File: src/logic/cpuPkg.sv
`default_nettype none

package cpuPkg;

	localparam int WORD_BITS = 16; // data and byte-address width
	localparam int BYTE_BITS = 8;  // one byte lane of a word
	localparam int IMM_BITS  = 13; // address or immediate field in the low bits of an instruction
	localparam int OPC_LSB   = 13; // opcode sits in bits 15 down to 13

	// argument cycle that follows DECODE
	typedef enum logic [2:0] {
		BUS_SEQX_IDLE  = 3'd0, // no argument access in COMMIT
		BUS_SEQX_ARGRD = 3'd1, // argument read in COMMIT
		BUS_SEQX_ARGWR = 3'd2  // argument write in COMMIT
	} busSeqT;

	typedef enum logic {
		DEBUG_DATA_SELX_OP  = 1'b0, // debug port returns the injected instruction word
		DEBUG_DATA_SELX_ARG = 1'b1  // debug port returns its argument register
	} debugDataSelT;

	typedef enum logic [2:0] {
		OP_NOP = 3'd0, // nothing happens apart from the PC step
		OP_LDW = 3'd1, // accumulator gets the word at the address
		OP_STW = 3'd2, // accumulator word goes to the address
		OP_STB = 3'd3, // low accumulator byte goes to the byte address
		OP_LDI = 3'd4, // accumulator gets the zero-extended immediate
		OP_JMP = 3'd5  // PC gets the address
	} opcodeT;

	typedef enum logic [1:0] {
		HOST_CTRL   = 2'd0, // stop, debug and step control plus ring status
		HOST_OPCODE = 2'd1, // instruction word injected while debugging
		HOST_ARG    = 2'd2, // argument data for debug reads, captured on debug writes
		HOST_ADDR   = 2'd3  // address shown on the pins while debugging
	} hostRegT;

	// bit positions inside HOST_CTRL
	localparam int CTRL_STOP_BIT  = 0; // halt at the next instruction boundary
	localparam int CTRL_DEBUG_BIT = 1; // take instructions and data from the debug port
	localparam int CTRL_STEP_BIT  = 2; // write only, releases one instruction
	localparam int CTRL_IDLE_BIT  = 3; // read only, ring is parked with no phase high

endpackage

`default_nettype wire

File: src/logic/coreSequencer.sv
`timescale 1ns/1ns
`default_nettype none

module coreSequencer import cpuPkg::*; #(
	parameter logic [WORD_BITS-1:0] RESET_PC = '0 // byte address of the first fetch
) (
	input  wire logic                 CLK,
	input  wire logic                 RESET,
	input  wire logic                 DEBUG_STOP, // hold at the next instruction boundary
	input  wire logic                 debugStep,  // one-cycle request for a single instruction
	input  wire logic [WORD_BITS-1:0] CPU_DIN,    // read data from the bus interface
	output logic                      FETCH,
	output logic                      DECODE,
	output logic                      EXECUTE,
	output logic                      COMMIT,
	output busSeqT                    BUS_SEQX,   // argument cycle of the current instruction
	output logic      [WORD_BITS-1:0] CPU_ADDR,
	output logic      [WORD_BITS-1:0] CPU_DOUT,
	output logic                      CPU_BYTEX   // current store is a single byte
);

	logic [3:0]           phaseQ;      // one-hot ring, bit 0 is FETCH and all zero means idle
	logic                 atBoundary;  // last cycle of an instruction or parked between them
	logic                 runNext;     // next instruction may start
	logic                 stepPending; // a step arrived while an instruction was in flight
	logic [WORD_BITS-1:0] pc;
	logic [WORD_BITS-1:0] instr;
	logic [WORD_BITS-1:0] acc;
	logic [WORD_BITS-1:0] argField;    // low field of the instruction, zero-extended
	opcodeT               opcode;

	assign FETCH   = phaseQ[0];
	assign DECODE  = phaseQ[1];
	assign EXECUTE = phaseQ[2];
	assign COMMIT  = phaseQ[3];

	assign atBoundary = COMMIT | (phaseQ == 4'b0000);
	assign runNext    = ~DEBUG_STOP | stepPending | debugStep; // a step in COMMIT itself counts too

	// Phase ring with the stop/step gate at the instruction boundary
	always_ff @(posedge CLK) begin
		if (RESET) begin
			phaseQ      <= 4'b0001; // come out of reset in FETCH
			stepPending <= 1'b0;
		end else begin
			if (atBoundary) begin
				phaseQ      <= runNext ? 4'b0001 : 4'b0000; // park with no phase high when held
				stepPending <= 1'b0;                        // any pending step is used up here
			end else begin
				phaseQ      <= {phaseQ[2:0], 1'b0};
				stepPending <= stepPending | debugStep; // remember it until the boundary
			end
		end
	end

	assign opcode   = opcodeT'(instr[WORD_BITS-1:OPC_LSB]);
	assign argField = {{(WORD_BITS-IMM_BITS){1'b0}}, instr[IMM_BITS-1:0]};

	// PC drives the bus for the fetch and the argument address takes over from EXECUTE
	assign CPU_ADDR  = (EXECUTE | COMMIT) ? argField : pc;
	assign CPU_DOUT  = acc;
	assign CPU_BYTEX = (opcode == OP_STB);

	// Instruction register and bus sequence are loaded at the end of DECODE
	always_ff @(posedge CLK) begin
		if (RESET) begin
			instr    <= '0; // decodes as OP_NOP
			BUS_SEQX <= BUS_SEQX_IDLE;
		end else begin
			if (DECODE) begin
				instr <= CPU_DIN;
				case (opcodeT'(CPU_DIN[WORD_BITS-1:OPC_LSB]))
					OP_LDW: begin
						BUS_SEQX <= BUS_SEQX_ARGRD; // word comes back in COMMIT
					end
					OP_STW, OP_STB: begin
						BUS_SEQX <= BUS_SEQX_ARGWR; // lanes are picked by the bus interface
					end
					OP_NOP, OP_LDI, OP_JMP: begin
						BUS_SEQX <= BUS_SEQX_IDLE;
					end
					default: begin
						BUS_SEQX <= BUS_SEQX_IDLE; // unused codes behave as a NOP
					end
				endcase
			end else if (COMMIT) begin
				BUS_SEQX <= BUS_SEQX_IDLE; // sequence only holds over EXECUTE and COMMIT
			end
		end
	end

	// Accumulator and PC are updated at the end of COMMIT
	always_ff @(posedge CLK) begin
		if (RESET) begin
			pc  <= RESET_PC;
			acc <= '0;
		end else begin
			if (COMMIT) begin
				case (opcode)
					OP_LDW: begin
						acc <= CPU_DIN; // read data is valid for the whole COMMIT cycle
					end
					OP_LDI: begin
						acc <= argField;
					end
					default: begin
						acc <= acc;
					end
				endcase
				if (opcode == OP_JMP) begin
					pc <= argField;
				end else begin
					pc <= pc + WORD_BITS'(2); // instructions are one word apart
				end
			end
		end
	end

endmodule

`default_nettype wire

File: src/logic/busInterface.sv
`timescale 1ns/1ns
`default_nettype none

module busInterface import cpuPkg::*; (
	input  wire logic                 CLK,
	input  wire logic                 RESET,
	input  wire logic                 FETCH,
	input  wire logic                 EXECUTE,
	input  wire busSeqT               BUS_SEQX,
	input  wire logic [WORD_BITS-1:0] CPU_ADDR,
	input  wire logic [WORD_BITS-1:0] CPU_DOUT,
	input  wire logic                 CPU_BYTEX,
	output logic      [WORD_BITS-1:0] CPU_DIN,
	output logic                      RD_BUF,          // high for all of DECODE or COMMIT
	output logic                      WR0_BUF,         // low byte lane
	output logic                      WR1_BUF,         // high byte lane
	output logic      [WORD_BITS-1:0] ADDR_BUF,
	output logic      [WORD_BITS-1:0] DOUT_BUF,
	input  wire logic [WORD_BITS-1:0] DIN_BUF,         // combinational read data from memory
	input  wire logic                 DEBUG_STOP,
	input  wire logic                 DEBUG_DEBUG,
	output logic                      DEBUG_RD,
	output logic                      DEBUG_WR,
	output debugDataSelT              DEBUG_DATA_SELX,
	output logic      [WORD_BITS-1:0] DEBUG_DIN,       // accumulator held for a debug capture
	input  wire logic [WORD_BITS-1:0] DEBUG_DOUT,
	input  wire logic [WORD_BITS-1:0] DEBUG_ADDR
);

	logic debugging; // the debug port stands in for memory
	logic highByte;  // byte store to an odd address
	logic argRead;   // EXECUTE of an instruction whose argument is read in COMMIT
	logic argWrite;  // EXECUTE of an instruction whose argument is written in COMMIT
	logic busRead;   // the next cycle is a read cycle

	assign debugging = DEBUG_STOP & DEBUG_DEBUG;
	assign highByte  = CPU_BYTEX & CPU_ADDR[0];
	assign argRead   = EXECUTE & (BUS_SEQX == BUS_SEQX_ARGRD);
	assign argWrite  = EXECUTE & (BUS_SEQX == BUS_SEQX_ARGWR);
	assign busRead   = FETCH | argRead; // the fetch read always happens

	// Address and data paths switch over to the debug port while debugging
	assign CPU_DIN  = debugging ? DEBUG_DOUT : DIN_BUF;
	assign ADDR_BUF = debugging ? DEBUG_ADDR : CPU_ADDR;
	assign DOUT_BUF = highByte ? {CPU_DOUT[BYTE_BITS-1:0], BYTE_BITS'(0)} : CPU_DOUT;

	// reads are registered one phase early so they cover the whole DECODE or COMMIT
	always_ff @(posedge CLK) begin
		if (RESET) begin
			RD_BUF   <= 1'b0;
			DEBUG_RD <= 1'b0;
		end else begin
			RD_BUF   <= busRead & ~debugging;
			DEBUG_RD <= busRead &  debugging;
		end
	end

	// writes land in COMMIT, lane enables follow the byte address
	always_ff @(posedge CLK) begin
		if (RESET) begin
			WR0_BUF         <= 1'b0;
			WR1_BUF         <= 1'b0;
			DEBUG_WR        <= 1'b0;
			DEBUG_DATA_SELX <= DEBUG_DATA_SELX_OP;
		end else begin
			WR0_BUF  <= argWrite & ~debugging & (~CPU_BYTEX | ~CPU_ADDR[0]); // even byte or word
			WR1_BUF  <= argWrite & ~debugging & (~CPU_BYTEX |  CPU_ADDR[0]); // odd byte or word
			DEBUG_WR <= argWrite &  debugging;
			if (debugging & (argRead | argWrite)) begin
				DEBUG_DATA_SELX <= DEBUG_DATA_SELX_ARG; // argument register serves the COMMIT
			end else begin
				DEBUG_DATA_SELX <= DEBUG_DATA_SELX_OP;  // instruction word for the next fetch
			end
		end
	end

	// data for the debug port is taken with the write strobe
	always_ff @(posedge CLK) begin
		if (argWrite) begin
			DEBUG_DIN <= CPU_DOUT;
		end
	end

endmodule

`default_nettype wire

File: src/logic/debugPort.sv
`timescale 1ns/1ns
`default_nettype none

module debugPort import cpuPkg::*; (
	input  wire logic                 CLK,
	input  wire logic                 RESET,
	input  wire logic                 hostWrite,       // one-cycle write strobe from the host
	input  wire hostRegT              hostReg,
	input  wire logic [WORD_BITS-1:0] hostWdata,
	output logic      [WORD_BITS-1:0] hostRdata,       // follows hostReg without a clock
	input  wire logic                 DEBUG_RD,
	input  wire logic                 DEBUG_WR,
	input  wire debugDataSelT         DEBUG_DATA_SELX,
	input  wire logic [WORD_BITS-1:0] DEBUG_DIN,
	input  wire logic                 idle,            // ring parked between instructions
	output logic                      DEBUG_STOP,
	output logic                      DEBUG_DEBUG,
	output logic                      debugStep,
	output logic      [WORD_BITS-1:0] DEBUG_DOUT,
	output logic      [WORD_BITS-1:0] DEBUG_ADDR
);

	logic                 ctrlWrite;  // host write to HOST_CTRL
	logic [WORD_BITS-1:0] opcodeReg;  // whole instruction word handed out on a debug fetch
	logic [WORD_BITS-1:0] argReg;
	logic [WORD_BITS-1:0] addrReg;
	logic [WORD_BITS-1:0] ctrlStatus; // HOST_CTRL as the host reads it back

	assign ctrlWrite = hostWrite & (hostReg == HOST_CTRL);

	// stop and debug are levels, step is a pulse lasting a single cycle
	always_ff @(posedge CLK) begin
		if (RESET) begin
			DEBUG_STOP  <= 1'b0;
			DEBUG_DEBUG <= 1'b0;
			debugStep   <= 1'b0;
		end else begin
			if (ctrlWrite) begin
				DEBUG_STOP  <= hostWdata[CTRL_STOP_BIT];
				DEBUG_DEBUG <= hostWdata[CTRL_DEBUG_BIT];
			end
			debugStep <= ctrlWrite & hostWdata[CTRL_STEP_BIT];
		end
	end

	// Data registers loaded by the host
	always_ff @(posedge CLK) begin
		if (hostWrite && (hostReg == HOST_OPCODE)) begin
			opcodeReg <= hostWdata;
		end
		if (hostWrite && (hostReg == HOST_ADDR)) begin
			addrReg <= hostWdata;
		end
		if (DEBUG_WR) begin
			argReg <= DEBUG_DIN; // capture of a debug store wins over the host
		end else if (hostWrite && (hostReg == HOST_ARG)) begin
			argReg <= hostWdata;
		end
	end

	assign DEBUG_ADDR = addrReg;

	// data is only put out while the CPU is reading from the port
	always_comb begin
		if (!DEBUG_RD) begin
			DEBUG_DOUT = '0;
		end else if (DEBUG_DATA_SELX == DEBUG_DATA_SELX_ARG) begin
			DEBUG_DOUT = argReg;
		end else begin
			DEBUG_DOUT = opcodeReg;
		end
	end

	always_comb begin
		ctrlStatus                 = '0;
		ctrlStatus[CTRL_STOP_BIT]  = DEBUG_STOP;
		ctrlStatus[CTRL_DEBUG_BIT] = DEBUG_DEBUG;
		ctrlStatus[CTRL_IDLE_BIT]  = idle; // step bit reads back as zero
	end

	always_comb begin
		case (hostReg)
			HOST_CTRL:   hostRdata = ctrlStatus;
			HOST_OPCODE: hostRdata = opcodeReg;
			HOST_ARG:    hostRdata = argReg;
			HOST_ADDR:   hostRdata = addrReg;
			default:     hostRdata = '0;
		endcase
	end

endmodule

`default_nettype wire

File: src/logic/cpuSubsystem.sv
`timescale 1ns/1ns
`default_nettype none

module cpuSubsystem import cpuPkg::*; #(
	parameter logic [WORD_BITS-1:0] RESET_PC = '0 // first fetch address, handed to the core
) (
	input  wire logic                 CLK,
	input  wire logic                 RESET,
	input  wire logic [WORD_BITS-1:0] DIN_BUF,
	output logic      [WORD_BITS-1:0] ADDR_BUF,
	output logic      [WORD_BITS-1:0] DOUT_BUF,
	output logic                      RD_BUF,
	output logic                      WR0_BUF,
	output logic                      WR1_BUF,
	input  wire logic                 hostWrite,
	input  wire hostRegT              hostReg,
	input  wire logic [WORD_BITS-1:0] hostWdata,
	output logic      [WORD_BITS-1:0] hostRdata
);

	logic                 fetch;
	logic                 decode;
	logic                 execute;
	logic                 commit;
	logic                 idle;       // no phase high, the ring waits for a run or a step
	busSeqT               busSeq;
	logic [WORD_BITS-1:0] cpuAddr;
	logic [WORD_BITS-1:0] cpuDout;
	logic [WORD_BITS-1:0] cpuDin;
	logic                 cpuByte;
	logic                 debugStop;  // shared by the core gate and the bus switch-over
	logic                 debugDebug;
	logic                 debugStep;
	logic                 debugRd;
	logic                 debugWr;
	debugDataSelT         debugSel;
	logic [WORD_BITS-1:0] debugDin;
	logic [WORD_BITS-1:0] debugDout;
	logic [WORD_BITS-1:0] debugAddr;

	assign idle = ~(fetch | decode | execute | commit);

	coreSequencer #(
		.RESET_PC(RESET_PC)
	) coreSequencer_i (
		.CLK       (CLK),
		.RESET     (RESET),
		.DEBUG_STOP(debugStop),
		.debugStep (debugStep),
		.CPU_DIN   (cpuDin),
		.FETCH     (fetch),
		.DECODE    (decode),
		.EXECUTE   (execute),
		.COMMIT    (commit),
		.BUS_SEQX  (busSeq),
		.CPU_ADDR  (cpuAddr),
		.CPU_DOUT  (cpuDout),
		.CPU_BYTEX (cpuByte)
	);

	busInterface busInterface_i (
		.CLK            (CLK),
		.RESET          (RESET),
		.FETCH          (fetch),
		.EXECUTE        (execute),
		.BUS_SEQX       (busSeq),
		.CPU_ADDR       (cpuAddr),
		.CPU_DOUT       (cpuDout),
		.CPU_BYTEX      (cpuByte),
		.CPU_DIN        (cpuDin),
		.RD_BUF         (RD_BUF),
		.WR0_BUF        (WR0_BUF),
		.WR1_BUF        (WR1_BUF),
		.ADDR_BUF       (ADDR_BUF),
		.DOUT_BUF       (DOUT_BUF),
		.DIN_BUF        (DIN_BUF),
		.DEBUG_STOP     (debugStop),
		.DEBUG_DEBUG    (debugDebug),
		.DEBUG_RD       (debugRd),
		.DEBUG_WR       (debugWr),
		.DEBUG_DATA_SELX(debugSel),
		.DEBUG_DIN      (debugDin),
		.DEBUG_DOUT     (debugDout),
		.DEBUG_ADDR     (debugAddr)
	);

	debugPort debugPort_i (
		.CLK            (CLK),
		.RESET          (RESET),
		.hostWrite      (hostWrite),
		.hostReg        (hostReg),
		.hostWdata      (hostWdata),
		.hostRdata      (hostRdata),
		.DEBUG_RD       (debugRd),
		.DEBUG_WR       (debugWr),
		.DEBUG_DATA_SELX(debugSel),
		.DEBUG_DIN      (debugDin),
		.idle           (idle),
		.DEBUG_STOP     (debugStop),
		.DEBUG_DEBUG    (debugDebug),
		.debugStep      (debugStep),
		.DEBUG_DOUT     (debugDout),
		.DEBUG_ADDR     (debugAddr)
	);

endmodule

`default_nettype wire

File: config.mk
export PLATFORM = sky130hd
export DESIGN_NAME = cpuSubsystem
export DESIGN_NICKNAME = d
export VERILOG_FILES = /design/src/logic/cpuPkg.sv /design/src/logic/coreSequencer.sv /design/src/logic/busInterface.sv /design/src/logic/debugPort.sv /design/src/logic/cpuSubsystem.sv
export SDC_FILE = /design/constraint.sdc
export NUM_CORES = 1
export LEC_CHECK = 0
export BUFFER_PORTS_ARGS = -buffer_cell sky130_fd_sc_hd__buf_2
export CORE_MARGIN = 5
export CORE_UTILIZATION = 25
export DETAILED_ROUTE_END_ITERATION = 10
export GPL_ROUTABILITY_DRIVEN = 0
export GPL_TIMING_DRIVEN = 0
export PLACE_DENSITY_LB_ADDON = 0.15
export RECOVER_POWER = 50
export SYNTH_ARGS = -nofsm -noshare
export SYNTH_HDL_FRONTEND = slang
export SYNTH_SLANG_ARGS = --single-unit
File: constraint.sdc
create_clock -name CLK -period 5.21 [get_ports CLK]
set_clock_uncertainty 0.05 [all_clocks]
set_input_delay 0.2605 -clock CLK [delete_from_list [all_inputs] [get_ports CLK]]
set_output_delay 0.2605 -clock CLK [all_outputs]
set_load 0.05 [all_outputs]
==> impl_metrics.tcl, run 1 <==
set metrics [dict create \
    cts_max_level 4 \
    slowest_stage "nor3_4" \
    synth-async-reset-ratio_pct 0 \
    post_drt_wl_per_cell_um 20.7 \
    first_pass_iters 5 \
    synth_flop_cell "edfxtp_1" \
    yosys_warnings 0 \
    yosysTopAreaCellShare_pct 31.6 \
    setup_tns_ps 0 \
    arrival_ps 2970 \
    drv_cap 0 \
    syn_area_um2 6090 \
    grt_pass1_vias 5145 \
    post-dp-hpwl_um 16300 \
    synth-seq-cells 128 \
    synth_area_leaders "edfxtp_1 32%, dfxtp_1 21%, mux2i_1 7.6%" \
    worstPathMaxFanout 10 \
    die_area_um2 27600 \
    routed_via_density 4.84 \
    cts_tree "done" \
    max-vdd-ir-drop_v 0.000198 \
    drcViolationCount 0 \
    startpoint "coreSequencer_i.phaseQ[3]$_SDFF_PP0_" \
    drive_above_1_share_pct 19.7 \
    postSynthCellCount 572 \
    fillers 2542 \
    synth_common_cells "64 x dfxtp_1, 64 x edfxtp_1, 56 x nor2_1" \
    clkTransAtPathRegs_ps 60 \
    grt_first_pass_wirelength_um 32100 \
    tightest_slew_ps 990 \
    core_area_um2 24200 \
    holdWs_ps 65.3 \
    path_class "reg2out" \
    vias 4963 \
    crit_chain "clkbuf_1 > nor2_1 > mux2i_1 > nor3_4 > buf_4 > mux2_1 > buf_2" \
    synth_edf_count 64 \
    grt_overflow 0 \
    setup_viol 0 \
    row_count 57 \
    fin_nets 727 \
    wl_um 21200 \
    fp.dieW_um 166 \
    timing.fmax_ghz 0.304 \
    cts_resized 0 \
    period_share_pct 63.0 \
    syn-num-nets 610 \
    slew_viol_final 0 \
    grt_start_max_net_pins 18 \
    io_buffers 87 \
    r2r_start "busInterface_i.DEBUG_DATA_SELX$_SDFF_PP0_" \
    ff2ff_setup_slack_ps 2680 \
    r2r_cells 6 \
    cp-start-kind "register" \
    min_path_type "in2reg" \
    fin_crit_ps 3280 \
    die_height_um 166 \
    seq_area_frac_synth_pct 52.6 \
    p_leak_nw 2.62 \
    drtIter0Drc 322 \
    max_stage_delay_ps 520 \
    rsz0062_at_grt "no" \
    yosys.area.top_type "edfxtp_1" \
    initial_core_util_pct 25.2 \
    finalHoldViolations 0 \
    worst_setup_path_end_kind "primary output" \
    root_buffer "clkbuf_16" \
    p_per_area_nw_per_um2 333 \
    cts_buffers 17 \
    clk_latency_ps 420 \
    yosysUniqueCellTypes 60 \
    drtAntennaViolNets 0 \
    slew-limit-headroom_pct 34.0 \
    avgSynthCellArea_um2 10.6 \
    clock_path_buffers 2 \
    num_antenna_cells 0 \
    critPathCapture "DOUT_BUF[14]" \
    area.growth.synth_to_final_pct 23.3 \
    antenna_found_initial 0 \
    outcome "completed" \
    rr_endpoint "coreSequencer_i.instr[14]$_SDFFE_PP0P_" \
    grt_usage_pct 15.2 \
    io_pins 88 \
    worstPathRequired_ps 4900 \
    cts_sinks 128 \
]
critical path, delay by kind of cell, from the launching register on:
family / cells / cell delay, ps
DFF: 1 / 300
and+or+nand+nor: 2 / 650
muxes: 2 / 600
buffers and inverters: 3 / 980
through the flow:
step / instance area [µm²] / std cells / setup slack (ps) / total power (W) / util [%]
detailed placement: 6950 / 984 / 2690 / 0.00143 / 28.7
floorplan: 6090 / 572 / 2770 / 0.00132 / -
CTS: 7570 / 1025 / 2250 / 0.00252 / 31.3
global route: 7510 / 1026 / 1780 / 0.00259 / 31.1
global placement: 6930 / 983 / 2500 / 0.00143 / 28.7
finish: 7510 / 1026 / 1930 / 0.00250 / 31.1
flip-flops by register name, summed over array words and instances (netlist names), 2 cells and up:
register	cells
coreSequencer_i.CPU_DOUT	16
debugPort_i.argReg	16
coreSequencer_i.phaseQ	4
coreSequencer_i.instr	16
coreSequencer_i.BUS_SEQX	2
debugPort_i.opcodeReg	16
debugPort_i.DEBUG_ADDR	16
coreSequencer_i.pc	16
busInterface_i.DEBUG_DIN	16
kinds of logic (layout without fill, tap and decap cells):
family / after synthesis / in the layout / synth area share (%)
and+or+nand+nor: 184 / 184 / 14.9
AOI/OAI and AO/OA: 132 / 132 / 14.3
DFF: 128 / 128 / 52.6
muxes: 73 / 73 / 13.1
buffers and inverters: 51 / 181 / 4.50
xor gates and xnor gates: 3 / 3 / 0.431
adders and majority gates: 1 / 1 / 0.205
area by class of cell:
cell class                 instances  area (µm²)  area share (%)
timing repair buffer              98         514            6.85
buffer                            43         213            2.83
sequential                       128        3200            42.6
clock inverter                    11        92.6            1.23
tap                              324         405            5.40
multi-input combinational        393        2610            34.8
clock buffer                      21         440            5.86
inverter                           8        30.0           0.400
what timing repair did:
action                    in CTS  in global routing
hold buffers                   9                  1
setup buffers                  0                  0
hold endpoints to repair      18                  2
per-layer routing:
layer	GRT usage [%]	routed length (µm)	vias to the layer above
met5	0	0	-
met4	5.31	355	0
met3	2.95	971	24
met2	24.4	9860	156
met1	20.7	10000	2402
li1	-	-	2381
cells in the final DEF (no fill, tap or decap), types with 4 or more instances in the layout:
cell            n
nor3_1         10
and2_1          4
mux2_2         23
nand3b_1        6
nand3_1        22
a31oi_1         5
nor4_1          5
nor2_1         56
buf_2          70
dlygate4sd3_1  10
dfxtp_1        64
nand2_1        46
inv_1           7
mux2i_1        46
a211oi_1       30
edfxtp_1       64
clkbuf_16      17
clkbuf_1       57
o21ai_0        30
o41ai_1        15
a21oi_1        30
nor2b_1        10
worst min-delay path by stage:
stage | start | endpoint | slack [ps] | cells past startpoint
after floorplan | hostWdata[0] | debugPort_i.DEBUG_ADDR[0]$_DFFE_PP_ | 310 | 0
after global placement | coreSequencer_i.pc[0]$_SDFFE_PP0P_ | coreSequencer_i.pc[0]$_SDFFE_PP0P_ | 400 | 2
after detailed placement | coreSequencer_i.pc[0]$_SDFFE_PP0P_ | coreSequencer_i.pc[0]$_SDFFE_PP0P_ | 410 | 2
after CTS | hostWdata[7] | debugPort_i.DEBUG_ADDR[7]$_DFFE_PP_ | 0.9 | 1
after global routing | hostWdata[8] | debugPort_i.DEBUG_ADDR[8]$_DFFE_PP_ | 60 | 1
final | hostWdata[15] | debugPort_i.DEBUG_ADDR[15]$_DFFE_PP_ | 70 | 1
power by group:
group / switching [W] / internal [W] / leakage (nW)
Sequential: 0.0000359 / 0.00110 / 1.08
Clock: 0.000444 / 0.000651 / 0.252
Combinational: 0.000190 / 0.0000846 / 1.29
Total: 0.000670 / 0.00183 / 2.62
Power figures use the tool's default switching activity.
==> run 2, diff against run 1 <==
==> constraint.sdc (replaced) <==
create_clock -name CLK -period 3.03 [get_ports CLK]
set_clock_uncertainty 0.05 [all_clocks]
set_input_delay 0.1515 -clock CLK [delete_from_list [all_inputs] [get_ports CLK]]
set_output_delay 0.1515 -clock CLK [all_outputs]
set_load 0.05 [all_outputs]
==> impl_metrics.tcl, run 2 (synthesis gave the netlist of run 1 again) <==
set metrics [dict create \
    power_frac_seq_pct 45.1 \
    p_leak_nw 2.64 \
    fp.dieW_um 166 \
    finalHoldViolations 0 \
    area.growth.synth_to_final_pct 24.4 \
    grt_overflow 0 \
    path_class "reg2out" \
    outcome "completed" \
    max_stage_delay_ps 520 \
    drtIter0Drc 330 \
    core_area_um2 24200 \
    die_height_um 166 \
    vias 4989 \
    post_drt_wl_per_cell_um 20.6 \
    grt_pass1_vias 5154 \
    crit_chain "nor2_1 > mux2i_1 > nor3_4 > buf_4 > mux2_1 > buf_2" \
    first_pass_iters 5 \
    wl_um 21300 \
    period_share_pct 93.3 \
    cts_max_level 4 \
    io_pins 88 \
    min_path_type "in2reg" \
    setup_tns_ps 0 \
    swShare_pct 26.9 \
    setup_viol 0 \
    num_antenna_cells 0 \
    timing.fmax_ghz 0.354 \
    critPathTopFamily "simple AND/OR/NAND/NOR gates" \
    antenna_found_initial 0 \
    p_int_w 0.00315 \
    grt_usage_pct 15.3 \
    holdWs_ps 61.4 \
    drive_above_1_share_pct 18.8 \
    final_common_cell "buf_2" \
    fin_nets 733 \
    pwr-share-comb_pct 11.1 \
    root_buffer "clkbuf_16" \
    power.switching_w 0.00116 \
    io_buffers 87 \
    drcViolationCount 0 \
    pwr-share-clk_pct 43.8 \
    most-common-layout-cells "66 x buf_2, 64 x dfxtp_1, 64 x edfxtp_1" \
    rsz0062_at_grt "no" \
    cts_buffers 17 \
    slowest_stage "nor3_4" \
    worstPathRequired_ps 2830 \
    placed_area_um2 6950 \
    final_cell_area_um2 7580 \
    fin_util_pct 31.3 \
    routed_via_density 4.83 \
    worst_setup_path_end_kind "primary output" \
    clock_path_buffers 2 \
    grt_first_pass_wirelength_um 32100 \
    p_per_area_nw_per_um2 569 \
    slew-limit-headroom_pct 35.8 \
    die_area_um2 27600 \
    drv_cap 0 \
    initial_core_util_pct 25.2 \
    grt_start_max_net_pins 18 \
    clkTransAtPathRegs_ps 60 \
    arrival_ps 2630 \
    tightest_slew_ps 962 \
    cp-start-kind "register" \
    slew_viol_final 0 \
    worstPathMaxFanout 10 \
    max-vdd-ir-drop_v 0.000339 \
    fin_crit_ps 2830 \
    post-dp-hpwl_um 16300 \
    drtAntennaViolNets 0 \
    clk_latency_ps 410 \
    cp_num_buf_inv 2 \
    cts_tree "done" \
    row_count 57 \
    cts_sinks 128 \
]
## run 2: cell types whose count changed in the layout (fill, tap and decap cells not counted), sizes merged
cell,previous run,this run
dlygate4sd3,10,16
buf,75,70
clkbuf,77,82
## run 2: area by class of cell
class                      count  area [µm²]
timing repair buffer         104         568
sequential                   128        3200
fill                        2537       16600
buffer                        43         219
inverter                       8        30.0
clock inverter                11        92.6
tap                          324         405
clock buffer                  21         440
multi-input combinational    393        2620
## run 2: path summary, 6_finish.rpt
check	slack (ps)	startpoint	cells past startpoint	end
hold reg to reg	420	coreSequencer_i.CPU_DOUT[8]$_SDFFE_PP0P_	0	busInterface_i.DEBUG_DIN[8]$_DFFE_PP_
hold / removal	60	DIN_BUF[1]	3	coreSequencer_i.instr[1]$_SDFFE_PP0P_
setup reg to reg	490	busInterface_i.DEBUG_DATA_SELX$_SDFF_PP0_	6	coreSequencer_i.instr[14]$_SDFFE_PP0P_
setup / recovery	200	coreSequencer_i.phaseQ[2]$_SDFF_PP0_	6	DOUT_BUF[14]
## run 2: layer usage
metal | track usage, % | share of wire [%] | wire (µm) | vias to the layer above
li1 | - | - | - | 2392
met1 | 20.7 | 48 | 10200 | 2417
met2 | 24.4 | 47 | 9910 | 160
met3 | 2.95 | 4.2 | 904 | 20
met4 | 5.31 | 1.6 | 332 | 0
met5 | 0 | 0 | 0 | -
## run 2: worst min-delay path: cells and delay by family
family                 cells  cell delay (ps)
AOI/OAI and AO/OA          2              210
buffers and inverters      1              110
## run 2: power by group through the flow
stage / clock [W] / sequential, W / combinational, W
2_1_floorplan: 0 / 0.00196 / 0.000315
3_3_place_gp: 0 / 0.00198 / 0.000471
3_5_place_dp: 0 / 0.00198 / 0.000474
4_1_cts: 0.00191 / 0.00194 / 0.000492
5_1_grt: 0.00199 / 0.00195 / 0.000517
6_report: 0.00189 / 0.00195 / 0.000479
## run 2: metrics by stage
step                power, W  setup slack, ps  std cells
finish               0.00431              202       1032
global route         0.00446             59.9       1032
floorplan            0.00227              695        572
global placement     0.00245              426        983
CTS                  0.00435              176       1032
detailed placement   0.00246              620        984
## run 2: timing repair
item	in CTS	in global routing
endpoints found under the setup margin	0	1
hold buffers	16	0
setup buffers	0	0
hold endpoints to repair	35	0
gates resized for setup	0	1
